## src/spec_fifo_cfg_pkg.sv

```systemverilog
package spec_fifo_cfg_pkg;

   // --------------------------------------------------
   // Geometry.
   // --------------------------------------------------

   // Width of one data word.
   localparam int DATA_W = 4;

   // Buffer entries, and output stages behind the buffer.
   localparam int DEPTH  = 16;
   localparam int STAGES = 3;

   // Pointer indexes DEPTH entries; counter holds 0 to DEPTH.
   localparam int PTR_W  = 4;
   localparam int CNT_W  = 5;

   // --------------------------------------------------
   // Types.
   // --------------------------------------------------

   typedef logic [DATA_W-1:0] data_t;
   typedef logic [PTR_W-1:0]  ptr_t;
   typedef logic [CNT_W-1:0]  count_t;

endpackage

```

## src/spec_fifo_ctl_pkg.sv

```systemverilog
package spec_fifo_ctl_pkg;

   // --------------------------------------------------
   // Output stage control.
   // --------------------------------------------------

   // A stage either holds a word or waits for one.
   typedef enum logic {
      STAGE_EMPTY = 1'b0,
      STAGE_FULL  = 1'b1
   } stage_state_t;

endpackage

```

## src/fifo_store.sv

```systemverilog
`timescale 1ns/10ps

module fifo_store
   import spec_fifo_cfg_pkg::*;
(
   input  logic  clk,
   input  logic  rst_n,
   input  logic  push,
   input  data_t data_in,
   input  logic  rd_en,
   output data_t head_data,
   output logic  head_valid,
   output logic  full
);

   // --------------------------------------------------
   // Storage and pointers.
   // --------------------------------------------------

   data_t  mem [DEPTH];
   ptr_t   wr_ptr;
   ptr_t   rd_ptr;
   count_t count;

   logic   empty;
   logic   wr_fire;
   logic   rd_fire;

   assign full    = (count == count_t'(DEPTH));
   assign empty   = (count == '0);

   // Pushes into a full buffer are dropped.
   assign wr_fire = push && !full;
   assign rd_fire = rd_en && !empty;

   // Head word is always visible to stage 0.
   assign head_data  = mem[rd_ptr];
   assign head_valid = !empty;

   // --------------------------------------------------
   // Write side.
   // --------------------------------------------------

   always_ff @(posedge clk) begin
      if (wr_fire) begin
         mem[wr_ptr] <= data_in;
      end
   end

   always_ff @(posedge clk) begin
      if (!rst_n) begin
         wr_ptr <= '0;
      end else if (wr_fire) begin
         if (wr_ptr == ptr_t'(DEPTH - 1)) begin
            wr_ptr <= '0;
         end else begin
            wr_ptr <= wr_ptr + 1'b1;
         end
      end
   end

   // --------------------------------------------------
   // Read side.
   // --------------------------------------------------

   always_ff @(posedge clk) begin
      if (!rst_n) begin
         rd_ptr <= '0;
      end else if (rd_fire) begin
         if (rd_ptr == ptr_t'(DEPTH - 1)) begin
            rd_ptr <= '0;
         end else begin
            rd_ptr <= rd_ptr + 1'b1;
         end
      end
   end

   // Occupancy holds when a read and a write meet.
   always_ff @(posedge clk) begin
      if (!rst_n) begin
         count <= '0;
      end else begin
         case ({wr_fire, rd_fire})
            2'b10:   count <= count + 1'b1;
            2'b01:   count <= count - 1'b1;
            default: count <= count;
         endcase
      end
   end

   // --------------------------------------------------
   // Checks.
   // --------------------------------------------------

   // Stage 0 only loads when the head is valid.
   a_no_read_empty: assert property (@(posedge clk) disable iff (!rst_n)
      rd_en |-> !empty);

   // Occupancy tracks the pointer distance and never passes DEPTH.
   a_count_bound: assert property (@(posedge clk) disable iff (!rst_n)
      (count <= count_t'(DEPTH)) && (ptr_t'(wr_ptr - rd_ptr) == ptr_t'(count)));

endmodule

```

## src/out_drain.sv

```systemverilog
`timescale 1ns/10ps

module out_drain
   import spec_fifo_cfg_pkg::*;
(
   input  logic              pop,
   input  logic              stall,
   input  logic              last_valid,
   input  logic [STAGES-1:0] stage_valid,
   input  logic              store_empty,
   output logic              take,
   output logic              empty
);

   // --------------------------------------------------
   // Consumer side.
   // --------------------------------------------------

   logic consume_ok;
   logic any_stage;

   // Stall freezes consumption, pop requests it.
   assign consume_ok = pop && !stall;

   // Last stage gives up its word only when it has one.
   assign take = consume_ok && last_valid;

   // --------------------------------------------------
   // Overall empty.
   // --------------------------------------------------

   // Words may still sit in the chain after the buffer drains.
   assign any_stage = |stage_valid;
   assign empty     = store_empty && !any_stage;

endmodule

```

## src/pipe_stage.sv

```systemverilog
`timescale 1ns/10ps

module pipe_stage
   import spec_fifo_cfg_pkg::*;
   import spec_fifo_ctl_pkg::*;
(
   input  logic  clk,
   input  logic  rst_n,
   input  logic  in_valid,
   input  data_t in_data,
   input  logic  take,
   output logic  load,
   output logic  out_valid,
   output data_t out_data
);

   // --------------------------------------------------
   // One-entry elastic register.
   // --------------------------------------------------

   stage_state_t state;
   data_t        word;

   // Refill while empty, or when the held word leaves at the same edge.
   assign load      = in_valid && ((state == STAGE_EMPTY) || take);
   assign out_valid = (state == STAGE_FULL);
   assign out_data  = word;

   always_ff @(posedge clk) begin
      if (!rst_n) begin
         state <= STAGE_EMPTY;
      end else begin
         case (state)
            STAGE_EMPTY: begin
               if (load) begin
                  state <= STAGE_FULL;
               end
            end
            STAGE_FULL: begin
               // A take without a refill drains the stage.
               if (take && !load) begin
                  state <= STAGE_EMPTY;
               end
            end
            default: state <= STAGE_EMPTY;
         endcase
      end
   end

   always_ff @(posedge clk) begin
      if (load) begin
         word <= in_data;
      end
   end

   // Downstream never takes from an empty stage.
   a_take_full: assert property (@(posedge clk) disable iff (!rst_n)
      take |-> (state == STAGE_FULL));

endmodule

```

## src/spec_fifo.sv

```systemverilog
`timescale 1ns/10ps

module spec_fifo
   import spec_fifo_cfg_pkg::*;
(
   input  logic  clk,
   input  logic  rst_n,
   input  logic  push,
   input  data_t data_in,
   input  logic  pop,
   input  logic  stall,
   output data_t data_out,
   output logic  valid,
   output logic  full,
   output logic  empty
);

   // --------------------------------------------------
   // Chain wiring.
   // --------------------------------------------------

   data_t             head_data;
   logic              head_valid;
   logic              last_take;

   logic [STAGES-1:0] stage_valid;
   logic [STAGES-1:0] stage_load;
   logic [STAGES-1:0] stage_in_valid;
   logic [STAGES-1:0] stage_take;
   data_t             stage_in_data [STAGES];
   data_t             stage_data    [STAGES];

   fifo_store u_store (
      .clk        (clk),
      .rst_n      (rst_n),
      .push       (push),
      .data_in    (data_in),
      .rd_en      (stage_load[0]),
      .head_data  (head_data),
      .head_valid (head_valid),
      .full       (full)
   );

   for (genvar k = 0; k < STAGES; k++) begin : g_stage
      // Stage 0 reads the buffer head, the rest read the stage before.
      if (k == 0) begin : g_first
         assign stage_in_valid[k] = head_valid;
         assign stage_in_data[k]  = head_data;
      end else begin : g_next
         assign stage_in_valid[k] = stage_valid[k-1];
         assign stage_in_data[k]  = stage_data[k-1];
      end

      // A stage's word is taken when the next stage loads it.
      if (k == STAGES - 1) begin : g_last
         assign stage_take[k] = last_take;
      end else begin : g_mid
         assign stage_take[k] = stage_load[k+1];
      end

      pipe_stage u_stage (
         .clk       (clk),
         .rst_n     (rst_n),
         .in_valid  (stage_in_valid[k]),
         .in_data   (stage_in_data[k]),
         .take      (stage_take[k]),
         .load      (stage_load[k]),
         .out_valid (stage_valid[k]),
         .out_data  (stage_data[k])
      );
   end

   out_drain u_drain (
      .pop         (pop),
      .stall       (stall),
      .last_valid  (stage_valid[STAGES-1]),
      .stage_valid (stage_valid),
      .store_empty (!head_valid),
      .take        (last_take),
      .empty       (empty)
   );

   assign data_out = stage_data[STAGES-1];
   assign valid    = stage_valid[STAGES-1];

endmodule

```

## config.mk

```make
export PLATFORM = sky130hd
export DESIGN_NAME = spec_fifo
export DESIGN_NICKNAME = d
export VERILOG_FILES = /design/src/spec_fifo_cfg_pkg.sv /design/src/spec_fifo_ctl_pkg.sv /design/src/fifo_store.sv /design/src/out_drain.sv /design/src/pipe_stage.sv /design/src/spec_fifo.sv
export SDC_FILE = /design/constraint.sdc
export NUM_CORES = 1
export LEC_CHECK = 0
export BUFFER_PORTS_ARGS = -buffer_cell sky130_fd_sc_hd__buf_4
export CAP_MARGIN = 10
export CORE_MARGIN = 5
export CORE_UTILIZATION = 60
export DETAILED_ROUTE_END_ITERATION = 7
export PLACE_DENSITY = 0.78
export SETUP_SLACK_MARGIN = 0.2
export SLEW_MARGIN = 10
export SYNTH_ARGS = -nofsm -noshare
export SYNTH_HDL_FRONTEND = slang
export SYNTH_SLANG_ARGS = --single-unit
export TNS_END_PERCENT = 20
```

## constraint.sdc

```tcl
create_clock -name clk -period 3.34 [get_ports clk]
set_input_delay 0.668 -clock clk [delete_from_list [all_inputs] [get_ports clk]]
set_output_delay 0.668 -clock clk [all_outputs]
set_load 0.1 [all_outputs]
```

After elaboration in Yosys (flattened, before gate mapping). Memory sizes are Yosys's and may differ from the RTL's. A register that Yosys moved wholly into a read port is not among the register bits. Index checks and enable logic that the tools add are counted.

Logic and storage cells: 59. Register bits after elaboration: 24. Memories: 1. ROM bits: 0. Bits in writable memories: 64. Output and inout port bits: 7. Latch bits: 0.

Memory list: u_store.mem (words 16, width 4, rd ports 1, clocked after Yosys merged registers in 1, write ports 1, line fifo_store.sv:20) `data_t mem [DEPTH];`.

Shift-type cells: 0. Add/sub/neg operators: 4. Bitwise gates (word level): 3. $lt $le $gt $ge: 0. Eq/ne operators: 5. Multiply operators: 0. Divide/modulo/power cells: 0. Mux-type cells: 14. Reductions and logical operators: 24.

Operators by type and width (number): $logic_and 1x1->1 (11); $pmux 5 s2 (1); $add 4x1->4 const B (2); $eq 4x4->1 const B (2); $mux 1 (8); $mux 4 (2); $logic_not 1->1 (7); $pmux 1 s2 (3); $add 5x1->5 const B (1); $eq 5x5->1 const B (1); $logic_not 5->1 (1); $sub 5x1->5 const B (1); $logic_or 1x1->1 (3); $not 1->1 (3); $reduce_or 3->1 (1); $eq 2x1->1 const B (1); $eq 2x2->1 const B (1); $reduce_bool 2->1 (1).

Logic depth before layout (Yosys ltp). Gate-level depths: netlist of run 1.

Depth in word-level cells: 13. Mapped depth: 10. Mapped depth without buffers: 10.

Modules after synthesis. From an unflattened synthesis of run 1, not the netlist that was laid out.

Cells, all modules: 237. Area total of the unflattened synthesis: 3945.0 um^2.

Modules (own cells, without submodules): fifo_store (sequential area each 2262.2 um^2, times used 1, cells an instance 210, area an instance 3414.5 um^2); pipe_stage (sequential area each 140.1 um^2, times used 3, cells an instance 8, area an instance 167.7 um^2); out_drain (sequential area each 0.0 um^2, times used 1, cells an instance 2, area an instance 23.8 um^2); spec_fifo (sequential area each 0.0 um^2, times used 1, cells an instance 1, area an instance 3.8 um^2).

Worst setup path before layout of run 1. No wires, ideal clock.

Kind: reg-to-output. From: register g_stage[2].u_stage.state. To: output empty. Cell stages (with the launch flop): 2. Path buffers: 0. Path slack: -1.005 ns. Data required time: 2.672 ns. Arrival: 3.677 ns. Cells stage by stage: dfxtp_1 > nor4_1.

Longest elaborated chain between the ends: 3.

RTL lines: start: declaration (line pipe_stage.sv:21) `stage_state_t state;`; start signal: assignment (line pipe_stage.sv:31) `state <= STAGE_EMPTY;`; start signal: assignment (line pipe_stage.sv:36) `state <= STAGE_FULL;`; start signal: assignment (line pipe_stage.sv:42) `state <= STAGE_EMPTY;`; $reduce_or 3->1 (line out_drain.sv:33) `assign any_stage = |stage_valid;`; $logic_not 1->1 (line out_drain.sv:34) `assign empty = store_empty && !any_stage;`; $logic_and 1x1->1 (line out_drain.sv:34); end: declaration (line spec_fifo.sv:15) `output logic empty`.

Every way passes these cells.

Worst setup path in the final report of run 1.
From: register u_store.count[0]. To: register u_store.count[4].

Longest elaborated chain between the ends: 6. Elaborated cells on any way between the ends: 13. Classes of those cells: 2 x add/sub; 3 x eq/ne; 1 x mux; 7 x reduce/logical.

RTL lines: start: declaration (line fifo_store.sv:23) `count_t count;`; start signal: assignment (line fifo_store.sv:84) `2'b10: count <= count + 1'b1;`; start signal: assignment (line fifo_store.sv:85) `2'b01: count <= count - 1'b1;`; start signal: assignment (line fifo_store.sv:86) `default: count <= count;`; $logic_not 5->1 (line fifo_store.sv:30) `assign empty = (count == '0);`; $logic_not 1->1 (line fifo_store.sv:34, fifo_store.sv:38); $logic_and 1x1->1 (line pipe_stage.sv:25) `assign load = in_valid && ((state == STAGE_EMPTY) || take);`; $logic_and 1x1->1 (line fifo_store.sv:34) `assign rd_fire = rd_en && !empty;`; $eq 2x1->1 / $eq 2x2->1 (equally long branches) (line fifo_store.sv:83) `case ({wr_fire, rd_fire})`; $pmux 5 s2 / $reduce_bool 2->1 (equally long branches).

Parallel ways exist; a longest one is shown, timed or not. A chain may end at the register's enable or synchronous reset.

==> impl_metrics.yaml, run 1 <==
place:
  gp_congestion: 0.781
  hpwl_mm: 4.38
  portBuffers: 15
sta:
  final_hold_viol_count: 0
  fin_crit_ns: 2.70
  finalSetupViolCount: 0
  tightestPinTransition_ns: 0.831
  final.period_utilization: 0.807
  drv_slew: 0
  timing.fmax_ghz: 0.371
  rsz0062_at_grt: "false"
  finalClockSkew_ns: 0.00901
  setup_total_negative_slack_ns: 0
  slew_headroom: 0.445
setup_path:
  cp_num_cells: 10
  rrSetupSlack_ns: 0.64
  critical_path.top_delay_family: "simple AND/OR/NAND/NOR gates"
  cp.required_ns: 3.64
  setup.worst_path.end_class: "flip-flop"
  critPathBufInv: 2
  cpPeakStageDelay_ns: 0.47
  rr_worst_depth: 10
  cp.arrival_ns: 2.99
  cp_cell_sequence: "nor4_4, a21boi_2, inv_1, ha_1, inv_1, fa_1, nand2b_1, a21oi_1, mux2i_1, mux2i_1"
  critPathSlowestCell: "nor4_4"
  path_class: "flip-flop to flip-flop"
  cp-start-kind: "flip-flop"
  crit_path_max_fanout: 8
  reg2reg_to: "u_store.count[4]"
  r2r-start: "u_store.count[0]"
logic_synthesis:
  synth_top_family_by_area: "multiplexers"
  netlist_area_sq_um: 3830
  synthTopCellsByArea: "edfxtp_1, mux4_2, dfxtp_1"
  synth-edff-count: 76
  synthAdderAreaFrac: 0.0347
  netlist-cell-type-count: 36
  ys_async_sr_fraction: 0
  yosysSeqAreaShare: 0.680
  synth-xor-area-share: 0.00686
  avgSynthCellArea_sq_um: 15.8
  synth-main-ff-cell: "edfxtp_1"
  synth_mux_area_frac: 0.112
  ys_ff_latch: 92
  synth_common_cells: "edfxtp_1, nor2_1, dfxtp_1, mux4_2, nand2_1"
  synth_top_area_frac: 0.596
  synth_simple_gate_area_frac: 0.0889
  yosys.area.top_type: "edfxtp_1"
  synth.most_common_cell: "edfxtp_1"
  synth_compound_area_frac: 0.0572
  synth.net_count: 261
  synth_warnings: 0
  synthCells: 242
drt:
  dr.pass1.iters: 4
  drt-total-wl_mm: 6.48
  drtAntennaViolNets: 0
  via_count: 2021
  vias_per_cell: 5.91
  drcViolationCount: 0
  wire_per_inst_microns: 18.9
  drt_iter0_markers: 115
layout:
  multi_input_area_sq_um: 1160
  layout.nets: 279
  antenna_cells: 0
  regArea_sq_um: 2600
  drive_above_1_share: 0.204
  n_fill_cell: 441
  area_growth_pct: 9.45
pwr:
  power_per_cell_area_nw_per_um2: 786
  switching_power_w: 0.00116
  finalPower_w: 0.00329
  power_frac_seq: 0.463
  p_clk_frac: 0.204
  p_comb_frac: 0.333
  p_int_w: 0.00213
  swShare: 0.354
  p_leak_nw: 1.44
  max-vdd-ir-drop_mv: 0.664
floorplanning:
  initial_utilization: 0.610
  core_area_sq_um: 6280
  num_rows: 29
  die_x_microns: 89.9
  ios: 16
  die_y_microns: 89.9
  dieArea_sq_um: 8080
clock_network:
  cts.sinks: 92
  cts_tree: "yes"
  cts-root-buf: "clkbuf_8"
  postCtsResizedCells: 0
  clk_pin_slew_ns: 0.09
  cts_hold_buf: 0
  numCtsBuffers: 9
  cts_setup_buffers: 0
  clock_latency_ns: 0.36
  htreeDepth: 3
  clockBufferDepth: 2
global_routing:
  grt.total_usage: 0.176
  grt_pass1_vias: 2151
  grt_max_degree: 22
  grt_antenna_before_repair: 0
  grt.overflow.total: 0
  grt_pass1_wl_mm: 10.9
hold_path:
  hold_end: "g_stage[2].u_stage.out_data[1]"
  holdPathStages: 0
  min_from: "g_stage[1].u_stage.out_data[1]"
  hold_class: "flip-flop to flip-flop"
flow_run:
  drv_cap: 0
run_status:
  outcome: "complete, no violations"
==> cell type report <==
type / instances / area share
clock buffer: 9 / 0.0296
clock inverter: 7 / 0.0125
inverter: 8 / 0.00717
multi-input combinational: 133 / 0.278
sequential: 92 / 0.621
tap: 77 / 0.0230
timing repair buffer: 16 / 0.0287
==> power groups by stage <==
stage               clock [W]  combinational (W)  sequential (W)
detailed placement          0            0.00110         0.00155
CTS                  0.000684            0.00110         0.00153
global placement            0            0.00109         0.00155
global route         0.000743            0.00121         0.00155
finish               0.000670            0.00110         0.00153
floorplan                   0           0.000867         0.00157
==> cells in the final DEF (no fill, tap or decap), types with 6 or more instances in the layout <==
| cell | synthesis | final |
|---|---|---|
| ha_1 | 9 | 9 |
| mux2i_1 | 7 | 7 |
| buf_4 | 0 | 16 |
| mux4_2 | 16 | 16 |
| a22oi_1 | 8 | 8 |
| edfxtp_1 | 76 | 76 |
| inv_1 | 8 | 8 |
| nand2_1 | 14 | 14 |
| dfxtp_1 | 16 | 16 |
| a21oi_1 | 6 | 6 |
| nor2_1 | 30 | 30 |
| clkbuf_8 | 0 | 9 |
==> registers in the layout (all words and copies together), names as in the netlist <==
signal / count
u_store.count: 5
g_stage.u_stage.out_data: 12
u_store.wr_ptr: 4
u_store.mem: 64
g_stage.u_stage.out_valid: 3
u_store.rd_ptr: 4
==> metrics by stage <==
| stage | utilization | instance area (sq um) | cells | hold WS [ns] | setup slack, ns |
|---|---|---|---|---|---|
| floorplan | - | 3840 | 242 | 0.400 | 0.491 |
| global placement | 0.639 | 4010 | 326 | 0.401 | 0.652 |
| detailed placement | 0.639 | 4010 | 326 | 0.405 | 0.566 |
| CTS | 0.667 | 4190 | 342 | 0.426 | 0.636 |
| global route | 0.667 | 4190 | 342 | 0.432 | 0.415 |
| finish | 0.667 | 4190 | 342 | 0.424 | 0.643 |
==> worst max path at each step <==
stage,from,to
2_1_floorplan,u_store.count[0],full
4_1_cts,u_store.count[0],u_store.count[4]
3_5_place_dp,stall,u_store.count[4]
5_1_grt,u_store.count[0],u_store.count[4]
6_report,u_store.count[0],u_store.count[4]
3_3_place_gp,stall,u_store.count[4]
==> metal layers <==
metal  GRT usage  vias to the layer above  wire (microns)
met5           0                        -               0
met4      0.0645                        0             140
met3      0.0793                       14             432
met2       0.274                       59            3220
met1       0.218                      986            2690
li1            -                      962               -
==> cells by family (layout without fill, tap and decap cells) <==
logic type,count (synthesis),after routing
multiplexers,23,23
AO/OA/AOI/OAI,27,27
adder cells (fa/ha/maj),10,10
buffers and inverters,17,40
flip-flops,92,92
AND/OR/NAND/NOR,70,70
XOR/XNOR,3,3
No activity file was read; power rests on OpenSTA's default activity.
==> run 2, diff against run 1 <==
--- a/config.mk
+++ b/config.mk
@@ -8,9 +8,9 @@
 export BUFFER_PORTS_ARGS = -buffer_cell sky130_fd_sc_hd__buf_4
 export CAP_MARGIN = 10
 export CORE_MARGIN = 5
-export CORE_UTILIZATION = 60
+export CORE_UTILIZATION = 55
 export DETAILED_ROUTE_END_ITERATION = 7
-export PLACE_DENSITY = 0.78
+export PLACE_DENSITY = 0.75
 export SETUP_SLACK_MARGIN = 0.2
 export SLEW_MARGIN = 10
 export SYNTH_ARGS = -nofsm -noshare
==> constraint.sdc (replaced) <==
create_clock -name clk -period 2.4 [get_ports clk]
set_input_delay 0.48 -clock clk [delete_from_list [all_inputs] [get_ports clk]]
set_output_delay 0.48 -clock clk [all_outputs]
set_load 0.1 [all_outputs]
==> run 2 against run 1 <==
  * Sequential share of layout area shrank 2.4 points
  * Count of clock-buffer cells in the layout is 1 higher
  * Combinational power rose by 75%
  * Critical endpoint unchanged
  * Register-to-register slack worse by 0.49 ns
  * Via count up 4.2%
==> impl_metrics.yaml, run 2 (synthesis gave the netlist of run 1 again) <==
clock_network:
  cts_hold_buf: 0
  cts-root-buf: "clkbuf_8"
  clockBufferDepth: 2
  cts_tree: "yes"
  cts.sinks: 92
  clock_latency_ns: 0.36
  numCtsBuffers: 9
  clk_pin_slew_ns: 0.08
  htreeDepth: 3
global_routing:
  grt_pass1_wl_mm: 10.8
  grt.total_usage: 0.170
  grt_max_degree: 22
  grt_antenna_before_repair: 0
  grt.overflow.total: 0
  grt_pass1_vias: 2027
place:
  dp_cells: 358
  hpwl_mm: 4.47
  gp_congestion: 0.787
  portBuffers: 15
drt:
  route.met2.wl_mm: 3.21
  drt-total-wl_mm: 6.70
  wire_per_inst_microns: 17.9
  maxUsedRoutingLayer: "met4"
  m1WireLength_mm: 3.02
  dr.pass1.iters: 4
  drt_iter0_markers: 105
  met3_length_microns: 373
  drtAntennaViolNets: 0
  drcViolationCount: 0
  via_count: 2106
  vias_per_cell: 5.62
setup_path:
  cp-start-kind: "flip-flop"
  cp.arrival_ns: 2.53
  path_class: "flip-flop to flip-flop"
  setup.worst_path.end_class: "flip-flop"
  cp.required_ns: 2.69
  crit_path_max_fanout: 3
layout:
  final_common_cell: "edfxtp_1"
  area_growth_pct: 14.3
  largest_reg_flops: 64
  drive_above_1_share: 0.280
  antenna_cells: 0
  regMostFlops: "u_store.mem"
  final_cell_mix: "edfxtp_1, nor2_1, buf_4"
  layout.nets: 294
  instances_no_fill: 375
sta:
  setup_total_negative_slack_ns: 0
  timing.fmax_ghz: 0.446
  tightestPinTransition_ns: 0.681
  slew_headroom: 0.543
  fin_crit_ns: 2.24
  finalClockSkew_ns: 0.00984
  final.period_utilization: 0.935
  final_hold_viol_count: 0
  drv_slew: 0
  finalSetupViolCount: 0
  rsz0062_at_grt: "true"
pwr:
  p_leak_nw: 1.52
  max-vdd-ir-drop_mv: 0.481
  power_per_cell_area_nw_per_um2: 1120
floorplanning:
  dieArea_sq_um: 8730
  die_y_microns: 93.4
  ios: 16
  die_x_microns: 93.4
  core_area_sq_um: 6790
  num_rows: 30
  initial_utilization: 0.563
run_status:
  outcome: "complete, no violations"
flow_run:
  drv_cap: 0
hold_path:
  hold_class: "flip-flop to flip-flop"
run 2: layout make-up:
class	instances	area, sq um
flip-flops and latches	92	2610
fillers	486	2420
multi-input cells	133	1190
repair buffers	31	253
clock buffers	10	128
well taps	96	120
clock inverters	5	37.5
inverters	8	30.0
run 2: path summary, 6_finish.rpt:
kind | to | slack [ns] | startpoint | cells past startpoint
min | g_stage[1].u_stage.out_data[3] | 0.42 | g_stage[0].u_stage.out_data[3] | 0
max reg2reg | u_store.count[4] | 0.16 | u_store.count[2] | 10
max | u_store.count[4] | 0.16 | u_store.count[2] | 10
min reg2reg | g_stage[1].u_stage.out_data[3] | 0.42 | g_stage[0].u_stage.out_data[3] | 0
run 2: critical path: stages (launching register included):
cell,delay (ns)
dfxtp_4,0.36
nor4_4,0.37
a21boi_2,0.11
inv_1,0.07
ha_2,0.17
inv_1,0.06
fa_2,0.34
nand2b_4,0.15
a21oi_2,0.13
mux2i_1,0.24
mux2i_1,0.19
run 2: through the flow:
step	setup slack (ns)	total power [W]	hold slack (ns)	area, sq um	util
5_1_grt	0.0472	0.00519	0.406	4380	0.644
6_report	0.157	0.00490	0.424	4380	0.644
3_3_place_gp	0.0625	0.00385	0.402	4150	0.611
2_1_floorplan	-0.0162	0.00339	0.400	3850	-
4_1_cts	0.150	0.00490	0.408	4360	0.642
3_5_place_dp	-0.0218	0.00390	0.405	4150	0.611
run 2: routing by layer:
metal | GRT usage | vias up
li1 | - | 990
met1 | 0.246 | 1048
met5 | 0 | -
met4 | 0.0708 | 0
met3 | 0.0410 | 9
met2 | 0.248 | 59
run 2: report_power, final:
group	switching (W)	internal, W
Clock	0.000526	0.000374
Combinational	0.00107	0.000852
Sequential	0.000110	0.00197
Total	0.00170	0.00319
run 2: repair_timing:
| item | in CTS | in global routing |
|---|---|---|
| pin swaps | 3 | 3 |
| setup endpoints to repair | 4 | 5 |
| setup buffers | 1 | 1 |
| resized for setup | 9 | 3 |
| hold endpoints to repair | 0 | 0 |
==> run 3, diff against run 2 <==
--- a/config.mk
+++ b/config.mk
@@ -5,6 +5,7 @@
 export SDC_FILE = /design/constraint.sdc
 export NUM_CORES = 1
 export LEC_CHECK = 0
+export ABC_AREA = 1
 export BUFFER_PORTS_ARGS = -buffer_cell sky130_fd_sc_hd__buf_4
 export CAP_MARGIN = 10
 export CORE_MARGIN = 5
==> run 3 against run 2 <==
  * Final area up 4.2%
  * Final cell count rose by 40%
  * Sequential power about the same
  * Highest routed layer unchanged
  * Non-clock buffer count down 6
  * Utilization fell by 1.6 points
  * Via count increased by 32%
  * Hold slack worse by 0.0043 ns
==> impl_metrics.yaml, run 3 <==
sta:
  setup_total_negative_slack_ns: 0
  rsz0062_at_grt: "false"
  finalSetupViolCount: 0
  drv_slew: 0
  final.period_utilization: 0.886
  fin_crit_ns: 2.13
  slew_headroom: 0.663
  tightestPinTransition_ns: 0.505
  final_hold_viol_count: 0
  finalClockSkew_ns: 0.00421
  timing.fmax_ghz: 0.470
floorplanning:
  die_x_microns: 96.3
  die_y_microns: 96.3
  num_rows: 31
  initial_utilization: 0.565
  ios: 16
  dieArea_sq_um: 9280
  core_area_sq_um: 7250
clock_network:
  cts.sinks: 92
  htreeDepth: 3
  clock_latency_ns: 0.35
  cts_tree: "yes"
  clockBufferDepth: 2
  clk_pin_slew_ns: 0.08
  cts-root-buf: "clkbuf_8"
  numCtsBuffers: 9
logic_synthesis:
  synth_top_area_frac: 0.557
  yosysSeqAreaShare: 0.635
  synth-main-ff-cell: "edfxtp_1"
  synthTopCellsByArea: "edfxtp_1, nand2_1, dfxtp_1"
  ys_async_sr_fraction: 0
  netlist-cell-type-count: 30
  synth-edff-count: 76
  synth.net_count: 417
  avgSynthCellArea_sq_um: 10.3
  ys_ff_latch: 92
  synth_warnings: 0
  synth.most_common_cell: "nand2_1"
  netlist_area_sq_um: 4100
  yosys.area.top_type: "edfxtp_1"
  synthCells: 398
  synth_common_cells: "nand2_1, edfxtp_1, nor2_1"
setup_path:
  critPathBufInv: 2
  critical_path.top_delay_family: "buffers and inverters"
  setup.worst_path.end_class: "output port"
  rrSetupSlack_ns: 0.34
  cpPeakStageDelay_ns: 0.36
  path_class: "flip-flop to output port"
  cp-start-kind: "flip-flop"
  cp.arrival_ns: 1.65
  cp_cell_sequence: "nor2_4, nand4_4, buf_12, nor4_4, buf_4"
  crit_path_max_fanout: 3
  cp.required_ns: 1.92
  critPathSlowestCell: "dfxtp_2"
hold_path:
  hold_class: "primary input to flip-flop"
drt:
  via_count: 2772
  drt_iter0_markers: 160
  drtAntennaViolNets: 0
  vias_per_cell: 5.28
  drcViolationCount: 0
  dr.pass1.iters: 5
  drt-total-wl_mm: 7.79
  wire_per_inst_microns: 14.8
layout:
  final_common_cell: "nand2_1"
  largest_reg_flops: 64
  layout.nets: 441
  area_growth_pct: 11.2
  stdcell_area_sq_um: 4560
  drive_above_1_share: 0.138
  regMostFlops: "u_store.mem"
  antenna_cells: 0
  final_cell_mix: "nand2_1, edfxtp_1, nor2_1"
pwr:
  p_leak_nw: 1.82
  switching_power_w: 0.00176
  max-vdd-ir-drop_mv: 0.536
  power_per_cell_area_nw_per_um2: 1070
  finalPower_w: 0.00488
  p_comb_frac: 0.353
  p_clk_frac: 0.223
  swShare: 0.361
  p_int_w: 0.00312
  power_frac_seq: 0.424
global_routing:
  grt_pass1_wl_mm: 12.5
  grt_antenna_before_repair: 0
  grt.total_usage: 0.183
  grt_max_degree: 31
  grt_pass1_vias: 2585
  grt.overflow.total: 0
place:
  portBuffers: 15
  gp_congestion: 0.875
  dpl-instance-area_sq_um: 4280
  hpwl_mm: 5.17
run_status:
  outcome: "complete, no violations"
flow_run:
  drv_cap: 0
[run 3: metrics by stage]
stage / util / setup WS (ns) / hold WS, ns / cells
after floorplan: - / 0.298 / 0.400 / 398
after global placement: 0.589 / 0.199 / 0.403 / 505
after detailed placement: 0.589 / 0.121 / 0.405 / 505
after CTS: 0.618 / 0.206 / 0.407 / 520
after global routing: 0.628 / 0.166 / 0.422 / 525
final: 0.628 / 0.273 / 0.420 / 525
[run 3: repair_timing]
| action | CTS | global route |
|---|---|---|
| resized for setup | 0 | 11 |
| buffers inserted | 0 | 5 |
| hold buffers | 0 | 0 |
| endpoints found under the setup margin | 0 | 2 |
[run 3: logic make-up (layout without fill, tap and decap cells)]
kind of cell    Yosys count  count (layout)  share of synthesized area
fa+ha+maj                10              10                     0.0324
xor+xnor                  3               3                    0.00641
buf+inv                  52              80                     0.0656
flops                    92              92                      0.635
compound gates           47              47                     0.0592
simple gates            194             194                      0.201
[run 3: layout make-up]
class / instances / area [sq um]
clock buffer: 10 / 128
clock inverter: 5 / 77.6
fill: 580 / 2700
inverter: 40 / 153
multi-input combinational: 254 / 1260
sequential: 92 / 2610
tap: 99 / 124
timing repair buffer: 25 / 200
[run 3: final timing paths]
check	cells after the start	from	endpoint
max	5	u_store.count[3]	empty
min	3	rst_n	u_store.count[1]
max reg2reg	11	g_stage[0].u_stage.out_valid	u_store.count[4]
min reg2reg	0	g_stage[0].u_stage.out_data[1]	g_stage[1].u_stage.out_data[1]
[run 3: metal layers]
layer,up-vias,wire (microns),GRT usage
met5,-,0,0
met4,0,116,0.0759
met3,13,402,0.0367
met2,87,3840,0.294
met1,1311,3430,0.242
li1,1361,-,-
[run 3: tightest hold or removal path, stage by stage]
cell and delay [ns]:
buf_4 0.14, o21ai_0 0.07, a21oi_1 0.04
[run 3: power groups by stage]
| stage | Combinational, W | Clock, W | Sequential (W) |
|---|---|---|---|
| after floorplan | 0.00123 | 0 | 0.00218 |
| after global placement | 0.00154 | 0 | 0.00209 |
| after detailed placement | 0.00159 | 0 | 0.00210 |
| after CTS | 0.00160 | 0.00110 | 0.00206 |
| after global routing | 0.00192 | 0.00118 | 0.00209 |
| final | 0.00173 | 0.00109 | 0.00207 |
